--- config.mk ---
export PLATFORM = sky130hd
export DESIGN_NAME = byteSequencer
export DESIGN_NICKNAME = d
export VERILOG_FILES = /design/src/hdl/memPkg.sv /design/src/hdl/byteSequencer.sv
export SDC_FILE = /design/constraint.sdc
export NUM_CORES = 1
export LEC_CHECK = 0
export ABC_AREA = 1
export BUFFER_PORTS_ARGS = -buffer_cell sky130_fd_sc_hd__buf_2
export CORE_UTILIZATION = 30
export DETAILED_ROUTE_END_ITERATION = 10
export SYNTH_ARGS = -nofsm -noshare
export SYNTH_HDL_FRONTEND = slang
export SYNTH_SLANG_ARGS = --single-unit
export TNS_END_PERCENT = 5
--- constraint.sdc ---
create_clock -name clk -period 7.8 [get_ports clk]
set_input_delay 1.56 -clock clk [delete_from_list [all_inputs] [get_ports clk]]
set_output_delay 1.56 -clock clk [all_outputs]
set_load 0.01 [all_outputs]
--- src/hdl/memPkg.sv ---
package memPkg;

    // byte address into the shared RAM
    localparam int addrWidth = 17;

    // client side word and RAM side byte
    localparam int wordWidth = 32;
    localparam int byteWidth = 8;

    localparam int lenWidth = 2;

    // access length of 1, 2 or 4 bytes
    localparam logic [lenWidth-1:0] lenOne  = 2'd0;
    localparam logic [lenWidth-1:0] lenTwo  = 2'd1;
    localparam logic [lenWidth-1:0] lenFour = 2'd2;

    // access direction
    localparam logic kindLoad  = 1'b0;
    localparam logic kindStore = 1'b1;

endpackage

--- src/hdl/byteSequencer.sv ---
`timescale 1ns/1ps

module byteSequencer (
    input  logic                          clk,
    input  logic                          rst,
    input  logic                          stall,
    input  logic                          start,
    input  logic                          kind,
    input  logic [memPkg::lenWidth-1:0]   len,
    input  logic [memPkg::addrWidth-1:0]  addr,
    input  logic [memPkg::wordWidth-1:0]  wdata,
    input  logic [memPkg::byteWidth-1:0]  ramRdata,
    output logic                          done,
    output logic [memPkg::wordWidth-1:0]  rdata,
    output logic [memPkg::addrWidth-1:0]  ramAddr,
    output logic                          ramWe,
    output logic [memPkg::byteWidth-1:0]  ramWdata
);

    // control state
    logic                          busy;
    logic [2:0]                    idx;

    // access held for the length of the transfer
    logic                          kindReg;
    logic [2:0]                    countReg;
    logic [memPkg::addrWidth-1:0]  baseAddr;
    logic [memPkg::wordWidth-1:0]  wdataReg;
    logic [memPkg::wordWidth-1:0]  assembly;

    logic [2:0]                    startCount;
    logic [2:0]                    offset;
    logic [1:0]                    capLane;
    logic [memPkg::addrWidth-1:0]  curBase;
    logic [memPkg::wordWidth-1:0]  curWord;
    logic                          issueWrite;
    logic                          lastByte;

    function automatic logic [2:0] byteCount(input logic [memPkg::lenWidth-1:0] code);
        case (code)
            memPkg::lenOne:  return 3'd1;
            memPkg::lenTwo:  return 3'd2;
            memPkg::lenFour: return 3'd4;
            default:         return 3'd4;
        endcase
    endfunction

    assign startCount = byteCount(len);

    // first byte goes out in the start cycle, straight from the request fields
    assign curBase = busy ? baseAddr : addr;
    assign curWord = busy ? wdataReg : wdata;

    // while stalled, re-read the byte still waiting for capture
    assign offset = busy ? (stall ? idx - 3'd1 : idx) : 3'd0;

    // returned byte belongs to the address issued one cycle earlier
    assign capLane = idx[1:0] - 2'd1;

    assign ramAddr  = curBase + {{(memPkg::addrWidth - 3){1'b0}}, offset};
    assign ramWdata = curWord[offset[1:0] * memPkg::byteWidth +: memPkg::byteWidth];

    assign issueWrite = busy ? (kindReg == memPkg::kindStore)
                             : (start && kind == memPkg::kindStore);
    assign ramWe = issueWrite && !stall;

    // stores end on their last write, loads one cycle later on the last capture
    always_comb begin
        if (!busy) begin
            lastByte = (kind == memPkg::kindStore) && (startCount == 3'd1);
        end else if (kindReg == memPkg::kindStore) begin
            lastByte = (idx == countReg - 3'd1);
        end else begin
            lastByte = (idx == countReg);
        end
    end

    always_ff @(posedge clk) begin
        if (rst) begin
            busy <= 1'b0;
            idx  <= 3'd0;
            done <= 1'b0;
        end else if (!stall) begin
            busy <= (busy || start) && !lastByte;
            done <= (busy || start) && lastByte;
            idx  <= busy ? idx + 3'd1 : 3'd1;
        end
    end

    always_ff @(posedge clk) begin
        if (!stall) begin
            if (!busy && start) begin
                kindReg  <= kind;
                countReg <= startCount;
                baseAddr <= addr;
                wdataReg <= wdata;
                // lanes above the length stay zero
                assembly <= '0;
            end else if (busy && kindReg == memPkg::kindLoad) begin
                assembly[capLane * memPkg::byteWidth +: memPkg::byteWidth] <= ramRdata;
            end
        end
    end

    assign rdata = assembly;

endmodule

After elaboration in Yosys (flattened, before gate mapping)
Cells that the tools add are included.
{"block": "totals", "reg_bits": 90, "latch_bits": 0, "ram_bits": 0, "romBits": 0, "inputBits": 64, "output_inout_bits": 59, "elab_cells": 49, "n_memories": 0}
{"block": "op_classes", "n_addsub": 6, "n_mul": 0, "div_mod_pow": 0, "magnitude_cmp": 0, "eq_ne": 4, "shifts": 3, "muxes": 11, "n_bitwise": 2, "n_reduce_logical": 15}
{"op": "$mux W32", "n": 2}
{"op": "$neg A5 Y34", "n": 1}
{"op": "$shift A8 B34 Y32 const A", "n": 1}
{"op": "$shiftx A8 B34 Y32", "n": 1}
{"op": "$bwmux W32", "n": 1}
{"op": "$shiftx A32 B6 Y8", "n": 1}
{"op": "$add A17 B3 Y17", "n": 1}
{"op": "$mux W17", "n": 1}
{"op": "$mux W3", "n": 3}
{"op": "$logic_and A1 B1 Y1", "n": 7}
{"op": "$eq A3 B3 Y1", "n": 2}
{"op": "$pmux W3 S2", "n": 1}
{"op": "$sub A3 B1 Y3 const B", "n": 2}
{"op": "$reduce_and A2 Y1", "n": 2}
{"op": "$add A3 B1 Y3 const B", "n": 1}
{"op": "$eq A3 B1 Y1 const B", "n": 1}
{"op": "$logic_not A1 Y1", "n": 3}
{"op": "$mux W1", "n": 3}
{"op": "$eq A2 B1 Y1 const B", "n": 1}
{"op": "$logic_not A2 Y1", "n": 1}
{"op": "$not A1 Y1", "n": 2}
{"op": "$reduce_bool A2 Y1", "n": 1}
{"op": "$sub A2 B1 Y2 const B", "n": 1}
{"op": "$logic_or A1 B1 Y1", "n": 1}

Longest topological paths before layout
Gate-level depths: netlist of the first run.
{"block": "logic_depth", "ltp_word": 7, "depth_mapped": 17, "depth_no_buf": 15}

Worst setup path before layout of the first run
OpenSTA, ideal clock, no wires.
{"block": "synth_timing", "path_type": "input -> output", "start": "input stall", "end": "output ramAddr[8] (netlist name)", "arrival_ns": 3.334, "slack_ns": 2.906, "path_stages": 14, "n_path_buf": 2, "cell_sequence": "buf_2 -> nor2_1 -> nand2_1 -> o21a_1 -> buf_2 -> clkinv_2 -> fa_1 -> nand2_1 -> nand2_1 -> nand2_1 -> nor3_4 -> nand2_2 -> nor2_4 -> xor2_1"}
{"block": "synth_between", "elab_chain_cells": 3}
{"element": "start, declared", "line": "byteSequencer.sv:6", "text": "input logic stall,"}
{"element": "$mux W3 (2 in a row)", "line": "byteSequencer.sv:55", "text": "assign offset = busy ? (stall ? idx - 3'd1 : idx) : 3'd0;"}
{"element": "$add A17 B3 Y17", "line": "byteSequencer.sv:60", "text": "assign ramAddr = curBase + {{(memPkg::addrWidth - 3){1'b0}}, offset};"}
{"element": "end, declared", "line": "byteSequencer.sv:15", "text": "output logic [memPkg::addrWidth-1:0] ramAddr,"}
Every way passes these cells.

Final worst setup path of the first run
Same ends and word-level chain as after synthesis.

==> results of run 1 <==
==> cell usage in the layout (no fill, tap or decap), types with 4 or more instances in the layout <==
cell type  Yosys  final
ha_1          11     11
a21oi_1       31     31
nand2_1      121    121
edfxtp_1      85     85
clkbuf_16      0      9
o21ai_0       31     31
o211ai_1      15     15
buf_2          8    122
nor3_1         4      4
o21ai_2        5      5
nand3_1       16     16
xor2_1        10     10
nor2_1        67     66
dfxtp_1        5      4
nand2_2        4      4
inv_1         58     58
o22ai_1        8      8
==> registers in the layout (all words and copies together) (netlist names) <==
| name | cells |
|---|---|
| idx | 3 |
| kindReg | 1 |
| countReg | 3 |
| done | 1 |
| baseAddr | 17 |
| rdata | 32 |
| busy | 1 |
| wdataReg | 32 |
==> kinds of logic (layout without fill, tap and decap cells) <==
group | Yosys count | count (layout) | synth area share (%)
DFF | 90 | 90 | 56.0
and+or+nand+nor | 222 | 222 | 19.6
adders and majority gates | 12 | 12 | 3.33
buffers and inverters | 83 | 205 | 7.14
xor gates and xnor gates | 11 | 11 | 2.03
AOI/OAI and AO/OA | 97 | 97 | 11.9
==> final cells by class <==
cell class / count / area (um2)
tap: 211 / 264
clock buffer: 12 / 236
timing repair buffer: 125 / 633
fill: 1581 / 9510
inverter: 64 / 241
clock inverter: 4 / 28.8
multi-input combinational: 342 / 1750
sequential: 90 / 2650
==> synth_stat cells <==
cell type    n
nor2_1      67
fa_1         1
inv_1       58
inv_2        3
edfxtp_1    85
buf_1        1
buf_2        8
nand2_1    121
o21ai_0     31
nand3_1     16
xnor2_1      1
nor4_4       1
nand3b_1     1
clkbuf_1     7
dfxtp_1      5
nor2_4       1
a21oi_1     31
buf_6        1
o21ai_2      5
o22ai_1      8
clkinv_2     1
nor3_4       1
clkinv_1     2
ha_1        11
buf_4        2
o21bai_1     1
o21ai_1      3
nor3_2       1
nand4_1      3
xor2_1      10
or2_2        2
o21a_1       2
nand2_2      4
nor3_1       4
o31ai_1      1
o211ai_1    15
==> path summary, 6_finish.rpt <==
check,endpoint,slack (ns),cells after the start
setup / recovery,ramAddr[8],1.77,15
hold / removal,done,0.49,2
setup reg to reg,rdata[0],5.02,6
hold reg to reg,done,0.49,2
==> per-layer routing <==
metal  GRT usage, %  share of wire (%)  up-vias
li1               -                  -     1960
met1           18.3                 43     1806
met2           25.2                 49      111
met3           3.48                5.2       18
met4           6.16                2.1        0
met5              0                  0        -
==> critical path, cell delays in order <==
cell,delay [ns]
buf_2,0.18
inv_1,0.12
nand2_1,0.07
nand3_1,0.68
inv_1,0.34
ha_1,0.23
fa_1,0.22
nand2_1,0.06
nand2_1,0.06
nand2_1,0.11
nor3_4,0.31
nand2_2,0.11
nor2_4,0.12
xor2_1,0.14
buf_2,0.14
==> report_power, final <==
| part | internal, mW | switching, mW | leakage, nW |
|---|---|---|---|
| Combinational | 0.0634 | 0.109 | 1.52 |
| Sequential | 0.558 | 0.0157 | 0.843 |
| Clock | 0.216 | 0.183 | 0.124 |
| Total | 0.838 | 0.308 | 2.48 |
==> per-stage QoR <==
| stage | hold WS (ns) | utilization [%] | instances |
|---|---|---|---|
| finish | 0.489 | 37.9 | 848 |
| global route | 0.520 | 37.9 | 848 |
| CTS | 0.493 | 37.9 | 848 |
| detailed placement | 0.483 | 36.2 | 832 |
| global placement | 0.489 | 36.2 | 832 |
| floorplan | 0.482 | - | 515 |
==> results.sh, run 1 <==
export IMPL_clockBufferDepth=2
export IMPL_syn_area_mm2=0.00473
export IMPL_worst_pin_slew_ns=1.01
export IMPL_startpoint="stall"
export IMPL_clockRootBuffer="clkbuf_16"
export IMPL_via_per_inst=4.59
export IMPL_core_area_mm2=0.0153
export IMPL_crit_path_start_kind="input pin"
export IMPL_timing_final_crit_share_pct=77.4
export IMPL_synth_top_area_share_pct=53.9
export IMPL_fp_dieH_um=128
export IMPL_ys_seq_area_share_pct=56.0
export IMPL_num_antenna_cells=0
export IMPL_drt_iter0_markers=244
export IMPL_slew_violations=0
export IMPL_ir_drop_mv=0.115
export IMPL_htreeDepth=3
export IMPL_path_class="input pin to primary output"
export IMPL_drt_total_wl_um=11800
export IMPL_drc_errors=0
export IMPL_cts_resized_gates=0
export IMPL_netlist_instances=515
export IMPL_io_buffers=122
export IMPL_grt_max_degree=54
export IMPL_synthTopCellsByArea="edfxtp_1 (54%), nand2_1 (9.6%), nor2_1 (5.3%)"
export IMPL_ant_nets=0
export IMPL_grt_total_usage_pct=14.9
export IMPL_setup_violations=0
export IMPL_cts_tree="built"
export IMPL_gp_congestion=0.929
export IMPL_syn2layout_area_growth_pct=22.7
export IMPL_antenna_found_initial=0
export IMPL_hold_violations=0
export IMPL_netlist_top_cell_by_area="edfxtp_1"
export IMPL_critPathRequiredTime_ns=6.24
export IMPL_drive_above_1_share_pct=24.8
export IMPL_rows=45
export IMPL_yosysWarnings=0
export IMPL_dpl_hpwl_um=8580
export IMPL_clock_skew_ns=0.00540
export IMPL_num_vias=3895
export IMPL_num_nets_final=708
export IMPL_ios=123
export IMPL_clock_sinks=90
export IMPL_design_area_mm2=0.00581
export IMPL_cts_buffers=9
export IMPL_die_w_um=128
export IMPL_max_freq_ghz=0.166
export IMPL_crit_arrival_ns=4.47
export IMPL_routedWlPerCell_um=13.9
export IMPL_power_mw=1.15
export IMPL_fin_ws_ns=1.77
export IMPL_start_util_pct=30.9
export IMPL_firstDrtPassIters=4
export IMPL_cts_hold_buffers=0
export IMPL_die_area_mm2=0.0163
export IMPL_hp_class="register to register"
export IMPL_critPathMaxFanout=31
export IMPL_reg2reg_from="busy"
export IMPL_power_leakage_nw=2.48
export IMPL_rsz0062_at_grt="no"
export IMPL_grt_pass1_wl_um=18700
export IMPL_powerDensity_mw_per_mm2=197
export IMPL_grt_pass1_vias=3750
export IMPL_cts_setup_buffers=0
export IMPL_place_area_mm2=0.00554
export IMPL_ys_ff_latch=90
export IMPL_syn_area_per_cell_um2=9.19
export IMPL_hp_start="done"
export IMPL_maxCapViolations=0
export IMPL_dpl_worst_slack_ns=1.77
export IMPL_syn_nets=591
export IMPL_relSlewSlack_pct=32.7
export IMPL_clk_latency_ns=0.35
export IMPL_clk_pin_slew_ns=0.06
export IMPL_global_route_overflow_total=0
export IMPL_status="complete, no violations"
export IMPL_endpoint_kind="primary output"
export IMPL_synth_distinct_cells=36
export IMPL_setup_tns_final_ns=0
export IMPL_min_period_ns=6.03
Power figures use the tool's default switching activity.
==> inputs of run 2 (changes only) <==
==> constraint.sdc (replaced) <==
create_clock -name clk -period 5.7 [get_ports clk]
set_input_delay 1.14 -clock clk [delete_from_list [all_inputs] [get_ports clk]]
set_output_delay 1.14 -clock clk [all_outputs]
set_load 0.01 [all_outputs]
==> run 2 against run 1 <==
Worst setup slack got worse by 0.80 ns. Routed wire length fell by 0.36%. Clock skew rose by 0.0055 ns. Critical endpoint is now ramAddr[11]. Largest cell class unchanged. Largest power group unchanged.
==> results.sh, run 2 (synthesis gave the netlist of run 1 again) <==
export IMPL_status="complete, no violations"
export IMPL_io_buffers=122
export IMPL_path_class="register to primary output"
export IMPL_clock_sinks=90
export IMPL_num_nets_final=710
export IMPL_design_area_mm2=0.00584
export IMPL_power_share_sequential_pct=49.0
export IMPL_drt_total_wl_um=11700
export IMPL_drc_errors=0
export IMPL_grt_pass1_wl_um=18800
export IMPL_setup_tns_final_ns=0
export IMPL_worst_pin_slew_ns=0.757
export IMPL_cp_num_buf_inv=3
export IMPL_power_leakage_nw=2.50
export IMPL_gp_congestion=0.931
export IMPL_powerDensity_mw_per_mm2=272
export IMPL_syn2layout_area_growth_pct=23.4
export IMPL_antenna_found_initial=1
export IMPL_p_clk_share_pct=35.6
export IMPL_clock_skew_ns=0.0109
export IMPL_hold_violations=0
export IMPL_core_area_mm2=0.0153
export IMPL_rows=45
export IMPL_p_int_mw=1.15
export IMPL_grt_total_usage_pct=14.8
export IMPL_clk_pin_slew_ns=0.06
export IMPL_htreeDepth=3
export IMPL_critPathRequiredTime_ns=4.56
export IMPL_power_mw=1.59
export IMPL_instances_no_fill=851
export IMPL_min_period_ns=4.73
export IMPL_layout_commonest_cell="buf_2"
export IMPL_ir_drop_mv=0.151
export IMPL_clk_latency_ns=0.35
export IMPL_cts_buffers=9
export IMPL_drive_above_1_share_pct=25.5
export IMPL_cp_slowest_cell="dfxtp_1"
export IMPL_critical_path_max_stage_delay_ns=0.55
export IMPL_nFillCells=1592
export IMPL_final_cell_mix="buf_2 (122), nand2_1 (121), edfxtp_1 (85)"
export IMPL_cts_setup_buffers=0
export IMPL_cts_hold_buffers=0
export IMPL_cp_cell_sequence="inv_1 > ha_1 > o21a_1 > clkinv_2 > ha_1 > nand3_1 > nand3_1 > nand3_1 > nor2_1 > nand2_1 > xor2_1 > buf_2"
export IMPL_cts_resized_gates=0
export IMPL_crit_path_start_kind="register"
export IMPL_critPathMaxFanout=10
export IMPL_place_area_mm2=0.00556
export IMPL_relSlewSlack_pct=49.2
export IMPL_final_util_pct=38.1
export IMPL_die_w_um=128
export IMPL_firstDrtPassIters=4
export IMPL_drt_iter0_markers=235
export IMPL_dpl_hpwl_um=8610
export IMPL_clockRootBuffer="clkbuf_16"
export IMPL_routedWlPerCell_um=13.8
export IMPL_clockBufferDepth=2
export IMPL_cp_top_family="adder cells"
export IMPL_endpoint_kind="primary output"
export IMPL_pwr_share_comb_pct=15.4
export IMPL_setup_violations=0
export IMPL_crit_arrival_ns=3.59
export IMPL_sw_frac_of_total_pct=27.4
export IMPL_rsz0062_at_grt="no"
export IMPL_num_vias=3920
export IMPL_start_util_pct=30.9
export IMPL_max_freq_ghz=0.211
export IMPL_ios=123
export IMPL_hp_class="register to register"
export IMPL_dp_cells=834
export IMPL_global_route_overflow_total=0
export IMPL_cts_tree="built"
export IMPL_via_per_inst=4.61
export IMPL_fp_dieH_um=128
export IMPL_grt_max_degree=48
export IMPL_grt_pass1_vias=3800
export IMPL_crit_path_frequent_cell="nand3_1"
export IMPL_timing_final_crit_share_pct=83.0
export IMPL_die_area_mm2=0.0163
export IMPL_ant_nets=0
export IMPL_maxCapViolations=0
export IMPL_p_sw_mw=0.436
export IMPL_slew_violations=0
run 2: cell types whose count changed in the layout (fill, tap and decap cells not counted), sizes merged:
cell,delta
inv,+2
clkbuf,-2
buf,+2
diode,+1
run 2: layout make-up:
| cell class | instances | area (um2) | share of cell area (%) |
|---|---|---|---|
| clock buffers | 10 | 229 | 3.92 |
| repair buffers | 127 | 648 | 11.1 |
| multi-input cells | 342 | 1750 | 30.0 |
| diodes | 1 | 2.50 | 0.0428 |
| flip-flops and latches | 90 | 2650 | 45.4 |
| well taps | 211 | 264 | 4.52 |
| inverters | 64 | 241 | 4.13 |
| clock inverters | 6 | 50.0 | 0.857 |
run 2: power by group through the flow:
stage	combinational [mW]	clock (mW)	sequential, mW
after floorplan	0.144	0	0.797
after global placement	0.241	0	0.792
after detailed placement	0.245	0	0.793
after CTS	0.246	0.581	0.779
after global routing	0.275	0.604	0.782
final	0.244	0.565	0.778
run 2: routing by layer:
layer	up-vias	track usage (%)	routed length (um)
met4	0	6.37	199
met2	117	24.9	5660
li1	1968	-	-
met1	1820	18.5	5270
met5	-	0	0
met3	15	3.14	619
run 2: final timing paths:
check              start      endpoint  slack (ns)  cells past startpoint
setup / recovery  idx[0]   ramAddr[11]        0.97                     12
setup reg to reg    busy  wdataReg[12]        3.23                      5
hold / removal      done          done        0.49                      2
hold reg to reg     done          done        0.49                      2
run 2: worst reg2reg max path: cells and delay by family, from the launching register on:
family	cells	cell delay [ns]
flip-flops	1	0.32
buffers and inverters	3	0.89
AND/OR/NAND/NOR	2	0.89
run 2: through the flow:
stage | hold WS [ns] | worst slack, ns
3_5_place_dp | 0.466 | 1.07
3_3_place_gp | 0.477 | 1.17
2_1_floorplan | 0.482 | 1.65
4_1_cts | 0.476 | 0.922
6_report | 0.485 | 0.967
5_1_grt | 0.511 | 0.602
