--- config.mk ---
export PLATFORM = sky130hd
export DESIGN_NAME = memArbiter
export DESIGN_NICKNAME = d
export VERILOG_FILES = /design/src/hdl/memPkg.sv /design/src/hdl/memArbiter.sv
export SDC_FILE = /design/constraint.sdc
export NUM_CORES = 1
export LEC_CHECK = 0
export BUFFER_PORTS_ARGS = -buffer_cell sky130_fd_sc_hd__buf_2
export CAP_MARGIN = 20
export CORE_AREA = 2 2 107 109
export CTS_CLUSTER_DIAMETER = 150
export DETAILED_ROUTE_END_ITERATION = 10
export DIE_AREA = 0 0 109 111
export GPL_TIMING_DRIVEN = 0
export PLACE_DENSITY = 0.71
export SYNTH_ARGS = -nofsm -noshare
export SYNTH_HDL_FRONTEND = slang
export SYNTH_SLANG_ARGS = --single-unit
--- constraint.sdc ---
create_clock -name clk -period 4.17 [get_ports clk]
set_input_delay 0.6255 -clock clk [delete_from_list [all_inputs] [get_ports clk]]
set_output_delay 0.6255 -clock clk [all_outputs]
set_load 0.05 [all_outputs]
--- src/hdl/memPkg.sv ---
package memPkg;

    // byte address into the shared RAM
    localparam int addrWidth = 17;

    // client side word and RAM side byte
    localparam int wordWidth = 32;
    localparam int byteWidth = 8;

    localparam int lenWidth = 2;

    // access length of 1, 2 or 4 bytes
    localparam logic [lenWidth-1:0] lenOne  = 2'd0;
    localparam logic [lenWidth-1:0] lenTwo  = 2'd1;
    localparam logic [lenWidth-1:0] lenFour = 2'd2;

    // access direction
    localparam logic kindLoad  = 1'b0;
    localparam logic kindStore = 1'b1;

endpackage

--- src/hdl/memArbiter.sv ---
`timescale 1ns/1ps

module memArbiter (
    input  logic                          clk,
    input  logic                          rst,
    input  logic                          stall,
    input  logic                          fetchReq,
    input  logic [memPkg::addrWidth-1:0]  fetchAddr,
    input  logic                          dataReq,
    input  logic                          dataKind,
    input  logic [memPkg::lenWidth-1:0]   dataLen,
    input  logic [memPkg::addrWidth-1:0]  dataAddr,
    input  logic [memPkg::wordWidth-1:0]  dataWdata,
    input  logic                          done,
    input  logic [memPkg::wordWidth-1:0]  rdata,
    output logic                          fetchAck,
    output logic [memPkg::wordWidth-1:0]  fetchInst,
    output logic                          dataAck,
    output logic [memPkg::wordWidth-1:0]  dataRdata,
    output logic                          start,
    output logic                          kind,
    output logic [memPkg::lenWidth-1:0]   len,
    output logic [memPkg::addrWidth-1:0]  addr,
    output logic [memPkg::wordWidth-1:0]  wdata
);

    localparam logic [1:0] stateIdle    = 2'd0;
    localparam logic [1:0] stateBusy    = 2'd1;
    localparam logic [1:0] stateAck     = 2'd2;
    localparam logic [1:0] stateRelease = 2'd3;

    logic [1:0] state;
    logic       grantData;
    logic       grantReq;

    // req of whichever client holds the grant
    assign grantReq = grantData ? dataReq : fetchReq;

    always_ff @(posedge clk) begin
        if (rst) begin
            state     <= stateIdle;
            grantData <= 1'b0;
            start     <= 1'b0;
            fetchAck  <= 1'b0;
            dataAck   <= 1'b0;
        end else if (!stall) begin
            case (state)
                stateIdle: begin
                    // data side wins a tie
                    if (dataReq || fetchReq) begin
                        grantData <= dataReq;
                        start     <= 1'b1;
                        state     <= stateBusy;
                    end
                end
                stateBusy: begin
                    start <= 1'b0;
                    if (done) begin
                        fetchAck <= !grantData;
                        dataAck  <= grantData;
                        state    <= stateAck;
                    end
                end
                stateAck: begin
                    if (!grantReq) begin
                        fetchAck <= 1'b0;
                        dataAck  <= 1'b0;
                        state    <= stateRelease;
                    end
                end
                default: begin
                    state <= stateIdle;
                end
            endcase
        end
    end

    always_ff @(posedge clk) begin
        if (!stall) begin
            if (state == stateIdle && dataReq) begin
                kind  <= dataKind;
                len   <= dataLen;
                addr  <= dataAddr;
                wdata <= dataWdata;
            end else if (state == stateIdle && fetchReq) begin
                // instruction fetch is a plain word load
                kind  <= memPkg::kindLoad;
                len   <= memPkg::lenFour;
                addr  <= fetchAddr;
                wdata <= '0;
            end
            if (state == stateBusy && done) begin
                if (grantData) begin
                    dataRdata <= rdata;
                end else begin
                    fetchInst <= rdata;
                end
            end
        end
    end

endmodule

### Word level (Yosys, flattened, before mapping)

Index checks and enable logic that the tools add are counted.

* register bits: 122
* output and inout port bits: 119
* logic and storage cells: 54

* eq/ne operators: 5
* mux-type cells: 20
* bitwise logic cells: 2
* reduce and logical (&&, ||, !) cells: 16

Operators with widths (number)
* $mux W32: 2
* $mux W17: 2
* $reduce_and A3 Y1: 4
* $mux W2: 5
* $reduce_and A4 Y1: 2
* $mux W1: 7
* $ne A2 B2 Y1 const B: 3
* $pmux W1 S2: 3
* $pmux W2 S3: 1
* $reduce_bool A2 Y1: 3
* $logic_and A1 B1 Y1: 3
* $eq A2 B1 Y1 const B: 1
* $eq A2 B2 Y1 const B: 1
* $logic_not A2 Y1: 1
* $not A1 Y1: 2
* $reduce_and A2 Y1: 1
* $logic_not A1 Y1: 1
* $logic_or A1 B1 Y1: 1

### Logic depth before layout (Yosys ltp)

Gate-level depths: netlist (run 1).

* word-level depth: 4
* mapped depth: 8
* gate-level depth less buffers: 6

### Worst setup path before layout (run 1)

Ideal clock, no wire load.

* path type: input port to flip-flop
* from: in dataReq
* to: reg addr[0] (netlist name), enable pin
* library setup time: 0.479 ns
* data arrival time: 3.521 ns
* required time: 3.691 ns
* path slack: 0.170 ns
* stages: 4
* path buffers: 2
* cell sequence: buf_4 -> nand2_1 -> buf_2 -> a21oi_1

* cells in the longest elaborated chain, start to end: 3

RTL lines
* start: declaration: RTL line memArbiter.sv:9 `input logic dataReq,`
* $logic_and A1 B1 Y1: RTL line memArbiter.sv:80 `if (state == stateIdle && dataReq) begin`
* $reduce_bool A2 Y1 (no line)
* $reduce_and A2 Y1 (no line)
* end signal: assignment: RTL line memArbiter.sv:83 `addr <= dataAddr;`
* end signal: assignment: RTL line memArbiter.sv:89 `addr <= fetchAddr;`
* end: declaration: RTL line memArbiter.sv:23 `output logic [memPkg::addrWidth-1:0] addr,`

No other way between the ends.
A chain may end at the register's enable or synchronous reset.

### Worst setup path in the final report (run 1)

* from: reg state[0]
* to: reg wdata[4] (netlist name), enable pin

* cells in the longest elaborated chain, start to end: 4
* elaborated cells between the ends (all ways): 5

RTL lines
* start: declaration: RTL line memArbiter.sv:32 `logic [1:0] state;`
* start signal: assignment: RTL line memArbiter.sv:41 `state <= stateIdle;`
* start signal: assignment: RTL line memArbiter.sv:53 `state <= stateBusy;`
* start signal: assignment: RTL line memArbiter.sv:61 `state <= stateAck;`
* $logic_not A2 Y1 (*): RTL line memArbiter.sv:80, memArbiter.sv:85
* $logic_and A1 B1 Y1 (on tied branches): RTL line memArbiter.sv:80, memArbiter.sv:85
* $reduce_bool A2 Y1 (no line) (*)
* $reduce_and A2 Y1 (no line) (*)
* end signal: assignment: RTL line memArbiter.sv:84 `wdata <= dataWdata;`
* end: declaration: RTL line memArbiter.sv:24 `output logic [memPkg::wordWidth-1:0] wdata`

Mark *: on every way between the ends. The rest lies on a longest branch, timed or not.

==> flow_metrics.tcl, run 1 <==
set metrics [dict create \
    nets 578 \
    synth-edff-count 116 \
    cpLargestDelayFamily "buffers and inverters" \
    start_util 0.390 \
    routed_wl_um 9740 \
    yosysWarnings 0 \
    grt.total_usage 0.166 \
    maxSlewViolCount 0 \
    slowest_delay_ps 640 \
    mostFrequentLayoutCell "buf_2" \
    die_h_um 111 \
    cts_tree "done" \
    antenna_found_initial 0 \
    vias 2866 \
    cpMostUsedCell "buf_2" \
    power.leakage_nw 2.69 \
    powerDensity_mw_per_mm2 549 \
    synth_async_sr_flop_share 0 \
    fin_util 0.567 \
    viasPerCell 4.60 \
    dieArea_mm2 0.0121 \
    maxCapViolCount 0 \
    wl_per_cell_um 15.6 \
    finalCritPeriodShare 0.564 \
    synthSimpleGateAreaFrac 0.0774 \
    first_iter_violations 131 \
    path_cells "inv_1 -> ha_1 -> buf_2 -> nand2_1 -> buf_2 -> a21oi_4 -> buf_12" \
    synthCells 223 \
    hold_end "dataRdata[7]" \
    hold_viol 0 \
    layout_common_cells "227 x buf_2, 116 x edfxtp_1, 34 x and3_1" \
    synthMuxAreaShare 0.0467 \
    rrSetupSlack_ps 1820 \
    grt_pass1_vias 2991 \
    endpoint_kind "register" \
    max_clock_freq_mhz 425 \
    crit_path_start_kind "register" \
    synth-seq-area-share 0.835 \
    cp_max_fo 30 \
    syn_area_mm2 0.00432 \
    crit_type "reg2reg" \
    drtAntennaViolNets 0 \
    worst_pin_slew_ps 915 \
    whs_ps 419 \
    cp.depth 7 \
    io_buffer_count 224 \
    syn_area_per_cell_um2 19.4 \
    synth_compound_area_frac 0.0154 \
    finalCriticalPeriod_ps 2350 \
    crit_buf_inv 4 \
    synth_xor_area_frac 0 \
    synth_fa_ha_area_frac 0.0116 \
    worstPathRequired_ps 4260 \
    cts_buffers 17 \
    firstDrtPassIters 4 \
    row_count 39 \
    gp_congestion 0.767 \
    clkSinkCount 122 \
    fillers 900 \
    slowest_stage "a21oi_4" \
    regToRegStartpoint "state[0]" \
    multiInputGateArea_um2 672 \
    grt_pass1_wl_um 14900 \
    cp.arrival_ps 2440 \
    yosysUniqueCellTypes 25 \
    post_cts_buffers 0 \
    cts_hold_buf 0 \
    rr_worst_depth 7 \
    grt_overflow 0 \
    htreeDepth 4 \
    clk_pin_slew_worst_paths_ps 60 \
    area_growth_pct 45.5 \
    diodes 0 \
    run_status "finished clean" \
    hpwl_um 7310 \
    synth_top_family_by_area "simple AND/OR/NAND/NOR gates" \
    rr_endpoint "wdata[4]" \
    synth-main-ff-cell "edfxtp_1" \
    drc 0 \
    rsz0062_at_grt "no" \
    grt_max_degree 33 \
    final.setup_skew_ps 5.87 \
    cts_root_buf "clkbuf_16" \
    core_area_mm2 0.0111 \
    die_w_um 109 \
    hold_path.class "in2reg" \
    ir_drop_v 0.000232 \
    drive_above_1_share 0.588 \
    clk_path_buf_depth 2 \
    post_cts_resized 0 \
    setup_viol 0 \
    io_pins 226 \
    clk-insertion-delay-late_ps 400 \
    regArea_mm2 0.00360 \
    holdPathStages 1 \
    hold_start "rdata[7]" \
    slew_headroom 0.389 \
    syn_nets 334 \
    synth-seq-cells 122 \
]
## cell families (layout without fill, tap and decap cells)
group	count (synthesis)	in the layout
and+or+nand+nor	54	54
buffers and inverters	14	271
AOI/OAI and AO/OA	11	11
adders and majority gates	4	4
muxes	18	18
DFF	122	122
## cells in the mapped netlist, drive strengths merged (4+ instances only)
master / n / area, um^2
buf: 4 / 22.5
edfxtp: 116 / 3480
and3: 35 / 219
nor2: 4 / 15.0
a21oi: 5 / 25.0
inv: 4 / 15.0
dfxtp: 6 / 120
ha: 4 / 50.1
mux2: 17 / 191
nor2b: 4 / 25.0
clkbuf: 6 / 22.5
## area by class of cell
| class | instances | share of cell area |
|---|---|---|
| Buffer | 10 | 0.00717 |
| Clock buffer | 19 | 0.0689 |
| Clock inverter | 13 | 0.0307 |
| Inverter | 4 | 0.00239 |
| Multi-Input combinational cell | 87 | 0.107 |
| Sequential cell | 122 | 0.574 |
| Tap cell | 143 | 0.0285 |
| Timing Repair Buffer | 225 | 0.182 |
## metal layers
| layer | vias up | part of all wire | track usage |
|---|---|---|---|
| li1 | 1358 | - | - |
| met1 | 1365 | 0.39 | 0.182 |
| met2 | 133 | 0.52 | 0.292 |
| met3 | 10 | 0.082 | 0.0570 |
| met4 | 0 | 0.013 | 0.0641 |
| met5 | - | 0 | 0 |
## worst max-delay path by stage
stage                        start        end  slack, ps
after floorplan            dataReq    addr[0]        170
after global placement     dataReq  wdata[11]       -950
after detailed placement  state[0]  wdata[17]       1760
after CTS                 state[1]   wdata[4]       1740
after global routing      state[0]  wdata[13]       1560
final                     state[0]   wdata[4]       1820
## through the flow
step / cell area [um^2] / setup TNS (ps) / power (W) / instances / setup slack (ps)
final: 6280 / 0 / 0.00345 / 623 / 1820
after global routing: 6280 / 0 / 0.00358 / 623 / 1560
after CTS: 6280 / 0 / 0.00349 / 623 / 1740
after detailed placement: 5660 / 0 / 0.00195 / 591 / 1760
after global placement: 5620 / -49160 / 0.00194 / 590 / -949
after floorplan: 4320 / 0 / 0.00180 / 223 / 170
## where the power goes
group | internal, W | leakage, nW | switching [W]
sequential | 0.00143 | 1.13 | 0.0000181
combinational | 0.000135 | 1.28 | 0.000338
clock | 0.00101 | 0.286 | 0.000524
## flip-flops by register name (all words and copies together), names as in the netlist
register   flops
fetchInst     32
kind           1
fetchAck       1
start          1
dataRdata     32
state          2
addr          17
len            2
wdata         32
dataAck        1
grantData      1
## worst reg2reg max path: stages, from the launching register on
cell     delay (ps)
dfxtp_1         310
inv_1           110
ha_1            160
buf_2           200
nand2_1         110
buf_2           210
a21oi_4         650
buf_12          290
Power figures use the tool's default switching activity.
==> run 2: changes to the inputs <==
- CORE_AREA: 2 2 107 109 -> 2 2 101 103
- DIE_AREA: 0 0 109 111 -> 0 0 103 105
- PLACE_DENSITY: 0.71 -> 0.76
- clock period: 4.17 -> 2.4 ns (I/O delays scaled with it)
==> run 2 against run 1 <==
Compared with the run above: routed wire length grew 0.66%; largest power group unchanged; worst hold slack got worse by 370 ps; clock skew up 1.5 ps; critical path type unchanged; via count is 0.24% lower.
==> flow_metrics.tcl, run 2 (synthesis gave the netlist of run 1 again) <==
set metrics [dict create \
    row_count 36 \
    layout_common_cells "227 x buf_2, 116 x edfxtp_1, 35 x and3_1" \
    final.setup_skew_ps 7.41 \
    crit_type "reg2reg" \
    nets 581 \
    dieArea_mm2 0.0108 \
    stdcell_count 617 \
    clk_pin_slew_worst_paths_ps 60 \
    core_area_mm2 0.00964 \
    ir_drop_v 0.000422 \
    power.leakage_nw 2.73 \
    max_clock_freq_mhz 494 \
    cts_buffers 17 \
    clk_path_buf_depth 2 \
    mostFrequentLayoutCell "buf_2" \
    grt_pass1_vias 2894 \
    htreeDepth 4 \
    first_iter_violations 111 \
    cts_root_buf "clkbuf_8" \
    slew_headroom 0.400 \
    io_pins 226 \
    maxCapViolCount 0 \
    gp_congestion 0.756 \
    setup_viol 0 \
    drc 0 \
    grt.total_usage 0.182 \
    endpoint_kind "register" \
    placedCellCount 583 \
    wl_per_cell_um 15.9 \
    antenna_found_initial 1 \
    finalCriticalPeriod_ps 2020 \
    hold_viol 0 \
    io_buffer_count 224 \
    cp.arrival_ps 2230 \
    hpwl_um 7260 \
    firstDrtPassIters 4 \
    worstPathRequired_ps 2610 \
    area_growth_pct 46.6 \
    vias 2859 \
    maxSlewViolCount 0 \
    finalCritPeriodShare 0.843 \
    die_h_um 105 \
    grt_overflow 0 \
    clkSinkCount 122 \
    viasPerCell 4.63 \
    clk-insertion-delay-late_ps 500 \
    crit_path_start_kind "register" \
    routed_wl_um 9810 \
    run_status "finished clean" \
    grt_pass1_wl_um 14400 \
    worst_pin_slew_ps 898 \
    whs_ps 44.4 \
    hold_path.class "in2reg" \
    rsz0062_at_grt "no" \
    fin_setup_tns_ps 0 \
    cp_max_fo 19 \
    die_w_um 103 \
    reg.largest.list "dataRdata (32), fetchInst (32), wdata (32)" \
    grt_max_degree 33 \
    cts_tree "done" \
    drtAntennaViolNets 0 \
    start_util 0.448 \
    drive_above_1_share 0.588 \
    powerDensity_mw_per_mm2 940 \
]
run 2: cell types whose count changed in the layout (fill, tap and decap cells not counted), sizes merged:
cell and delta:
buf +3, clkbuf -1, clkinv +3, clkinvlp -2
diode +1
run 2: repair_timing:
action / CTS / global route
resized for setup: 0 / 0
hold buffers: 0 / 0
buffers inserted: 0 / 1
setup endpoints to repair: 0 / 6
run 2: power by group:
part	total, W	switching, W	internal (W)
logic	0.000846	0.000596	0.000250
registers	0.00251	0.0000322	0.00248
clock network	0.00259	0.000903	0.00169
total	0.00595	0.00153	0.00442
run 2: worst paths after layout:
path | start | to | slack [ps] | depth (start not counted)
worst max-delay path | state[1] | dataRdata[28] | 380 | 5
worst min-delay path | rdata[31] | dataRdata[31] | 40 | 1
worst max register to register | state[1] | dataRdata[28] | 380 | 5
worst min register to register | dataAck | dataAck | 490 | 2
run 2: worst max-delay path, stage by stage (launching register included):
cell and delay, ps:
dfxtp_1 330, inv_1 100, ha_1 170, nor2b_1 200, and3_1 690, buf_16 240
run 2: cell type report:
class / instances / area (um^2)
Clock buffer: 18 / 418
Clock inverter: 14 / 195
Inverter: 4 / 15.0
Sequential cell: 122 / 3600
Antenna cell: 1 / 2.50
Buffer: 10 / 45.0
Tap cell: 133 / 166
Timing Repair Buffer: 228 / 1210
Multi-Input combinational cell: 87 / 671
Fill cell: 735 / 3310
run 2: per-layer routing:
metal  wire length, um  global-route usage  up-vias
li1                  -                   -     1362
met5                 0                   0        -
met4               162              0.0827        0
met3               867              0.0783        8
met2              5060               0.313      150
met1              3720               0.188     1339
run 2: stage by stage:
stage	setup WS (ps)	total power, W	util	cell area, um^2
final	376	0.00595	0.656	6330
after floorplan	145	0.00313	-	4330
after global routing	249	0.00614	0.656	6330
after detailed placement	139	0.00341	0.592	5700
after CTS	140	0.00600	0.655	6320
after global placement	-332	0.00336	0.583	5620
==> run 3: changes to the inputs <==
- clock period: 2.4 -> 1.9 ns (I/O delays scaled with it)
==> run 3 against run 2 <==
Compared with the run above: die area is the same; via count grew 8.3%; final cell count grew 5.3%; worst hold slack lost 11 ps; maximum frequency grew 16%; routed wire length grew 12%; first-iteration DRC count grew 26%; sequential cell count is the same; critical endpoint is now dataAck; largest cell class unchanged; largest power group is now registers; highest routed layer unchanged.
==> flow_metrics.tcl, run 3 (synthesis gave the netlist of run 1 again) <==
set metrics [dict create \
    rsz0062_at_grt "no" \
    finalCriticalPeriod_ps 1750 \
    routed_wl_um 11000 \
    regToRegStartpoint "state[0]" \
    antenna_found_initial 0 \
    rrSetupSlack_ps 150 \
    slew_headroom 0.684 \
    hold_viol 0 \
    htreeDepth 4 \
    vias 3097 \
    grt.total_usage 0.204 \
    area_growth_pct 53.8 \
    wl_per_cell_um 16.9 \
    setup_viol 0 \
    p_total_w 0.00732 \
    drtAntennaViolNets 0 \
    die_w_um 103 \
    io_pins 226 \
    hpwl_um 7290 \
    grt_max_degree 33 \
    cts_root_buf "clkbuf_8" \
    whs_ps 32.9 \
    drc 0 \
    run_status "finished clean" \
    maxCapViolCount 0 \
    worst_pin_slew_ps 473 \
    worstPathRequired_ps 2320 \
    crit_type "reg2reg" \
    grt_pass1_vias 3243 \
    grt_overflow 0 \
    hold_path.class "in2reg" \
    powerDensity_mw_per_mm2 1100 \
    cp_max_fo 4 \
    clk_pin_slew_worst_paths_ps 60 \
    drive_above_1_share 0.567 \
    cts_buffers 17 \
    die_h_um 105 \
    clk_path_buf_depth 2 \
    grt_pass1_wl_um 16300 \
    dieArea_mm2 0.0108 \
    crit_end "dataAck" \
    viasPerCell 4.76 \
    core_area_mm2 0.00964 \
    nets 615 \
    start_util 0.448 \
    rr_endpoint "dataAck" \
    crit_path_start_kind "register" \
    layout_common_cells "225 x buf_2, 116 x edfxtp_1, 34 x and3_1" \
    firstDrtPassIters 4 \
    clk-insertion-delay-late_ps 490 \
    diodes 0 \
    clkSinkCount 122 \
    cts_tree "done" \
    crit_path_start "state[0]" \
    fin_util 0.688 \
    endpoint_kind "register" \
    ir_drop_v 0.000656 \
    power.leakage_nw 2.85 \
    maxSlewViolCount 0 \
    gp_congestion 0.848 \
    mostFrequentLayoutCell "buf_2" \
    io_buffer_count 224 \
    final.setup_skew_ps 7.65 \
    first_iter_violations 140 \
    fin_setup_tns_ps 0 \
    row_count 36 \
    rr_worst_depth 6 \
    max_clock_freq_mhz 571 \
    cp.arrival_ps 2170 \
    finalCritPeriodShare 0.922 \
    reg.largest.list "dataRdata (32), fetchInst (32), wdata (32)" \
]
[run 3: changes by cell type in the layout (fill, tap and decap cells not counted), moves of 2 or more]
cell	delta
inv_2	+2
buf_16	-3
dlygate4sd3_1	+32
inv_1	-2
buf_6	+2
clkinv_2	+3
bufinv_16	-2
buf_2	-2
buf_12	+3
[run 3: through the flow]
step	area (um^2)	instances	worst slack, ps
2_1_floorplan	4360	223	-219
3_3_place_gp	5650	580	-617
3_5_place_dp	5670	581	-286
4_1_cts	6590	648	16.7
5_1_grt	6640	650	52.3
6_report	6640	650	149
[run 3: worst min path at each step]
stage	cells past startpoint	end	from	slack, ps
4_1_cts	2	grantData	rst	10
3_5_place_dp	2	fetchAck	fetchAck	470
5_1_grt	2	fetchAck	rst	20
2_1_floorplan	1	dataAck	rst	350
3_3_place_gp	2	fetchAck	fetchAck	460
6_report	2	fetchAck	rst	30
[run 3: what timing repair did]
item | 4_1_cts | 5_1_grt
hold endpoints to repair | 64 | 0
gates resized for setup | 2 | 1
setup endpoints to repair | 116 | 43
buffers inserted | 1 | 2
hold buffers | 32 | 0
cloned | 2 | 0
pin swaps | 1 | 2
[run 3: power by group]
group / switching [W] / leakage, nW / internal [W]
registers: 0.0000416 / 1.13 / 0.00313
clock network: 0.00114 / 0.276 / 0.00186
logic: 0.000777 / 1.44 / 0.000365
[run 3: per-layer routing]
metal / GRT usage / routed length [um]
met4: 0.0959 / 214
met2: 0.359 / 5820
met3: 0.0769 / 981
met1: 0.210 / 4000
met5: 0 / 0
[run 3: layout make-up]
type	count	area (um^2)
buffer	10	57.6
clock buffer	17	414
clock inverter	15	151
fill	711	3000
inverter	4	15.0
multi-input combinational	89	718
sequential	122	3600
tap	133	166
timing repair buffer	260	1510
[run 3: worst max-delay path, stage by stage (launching register included)]
cell and delay, ps:
dfxtp_1 340, inv_2 70, ha_1 280, inv_1 50
or3_4 390, or3b_1 370, a21oi_1 160
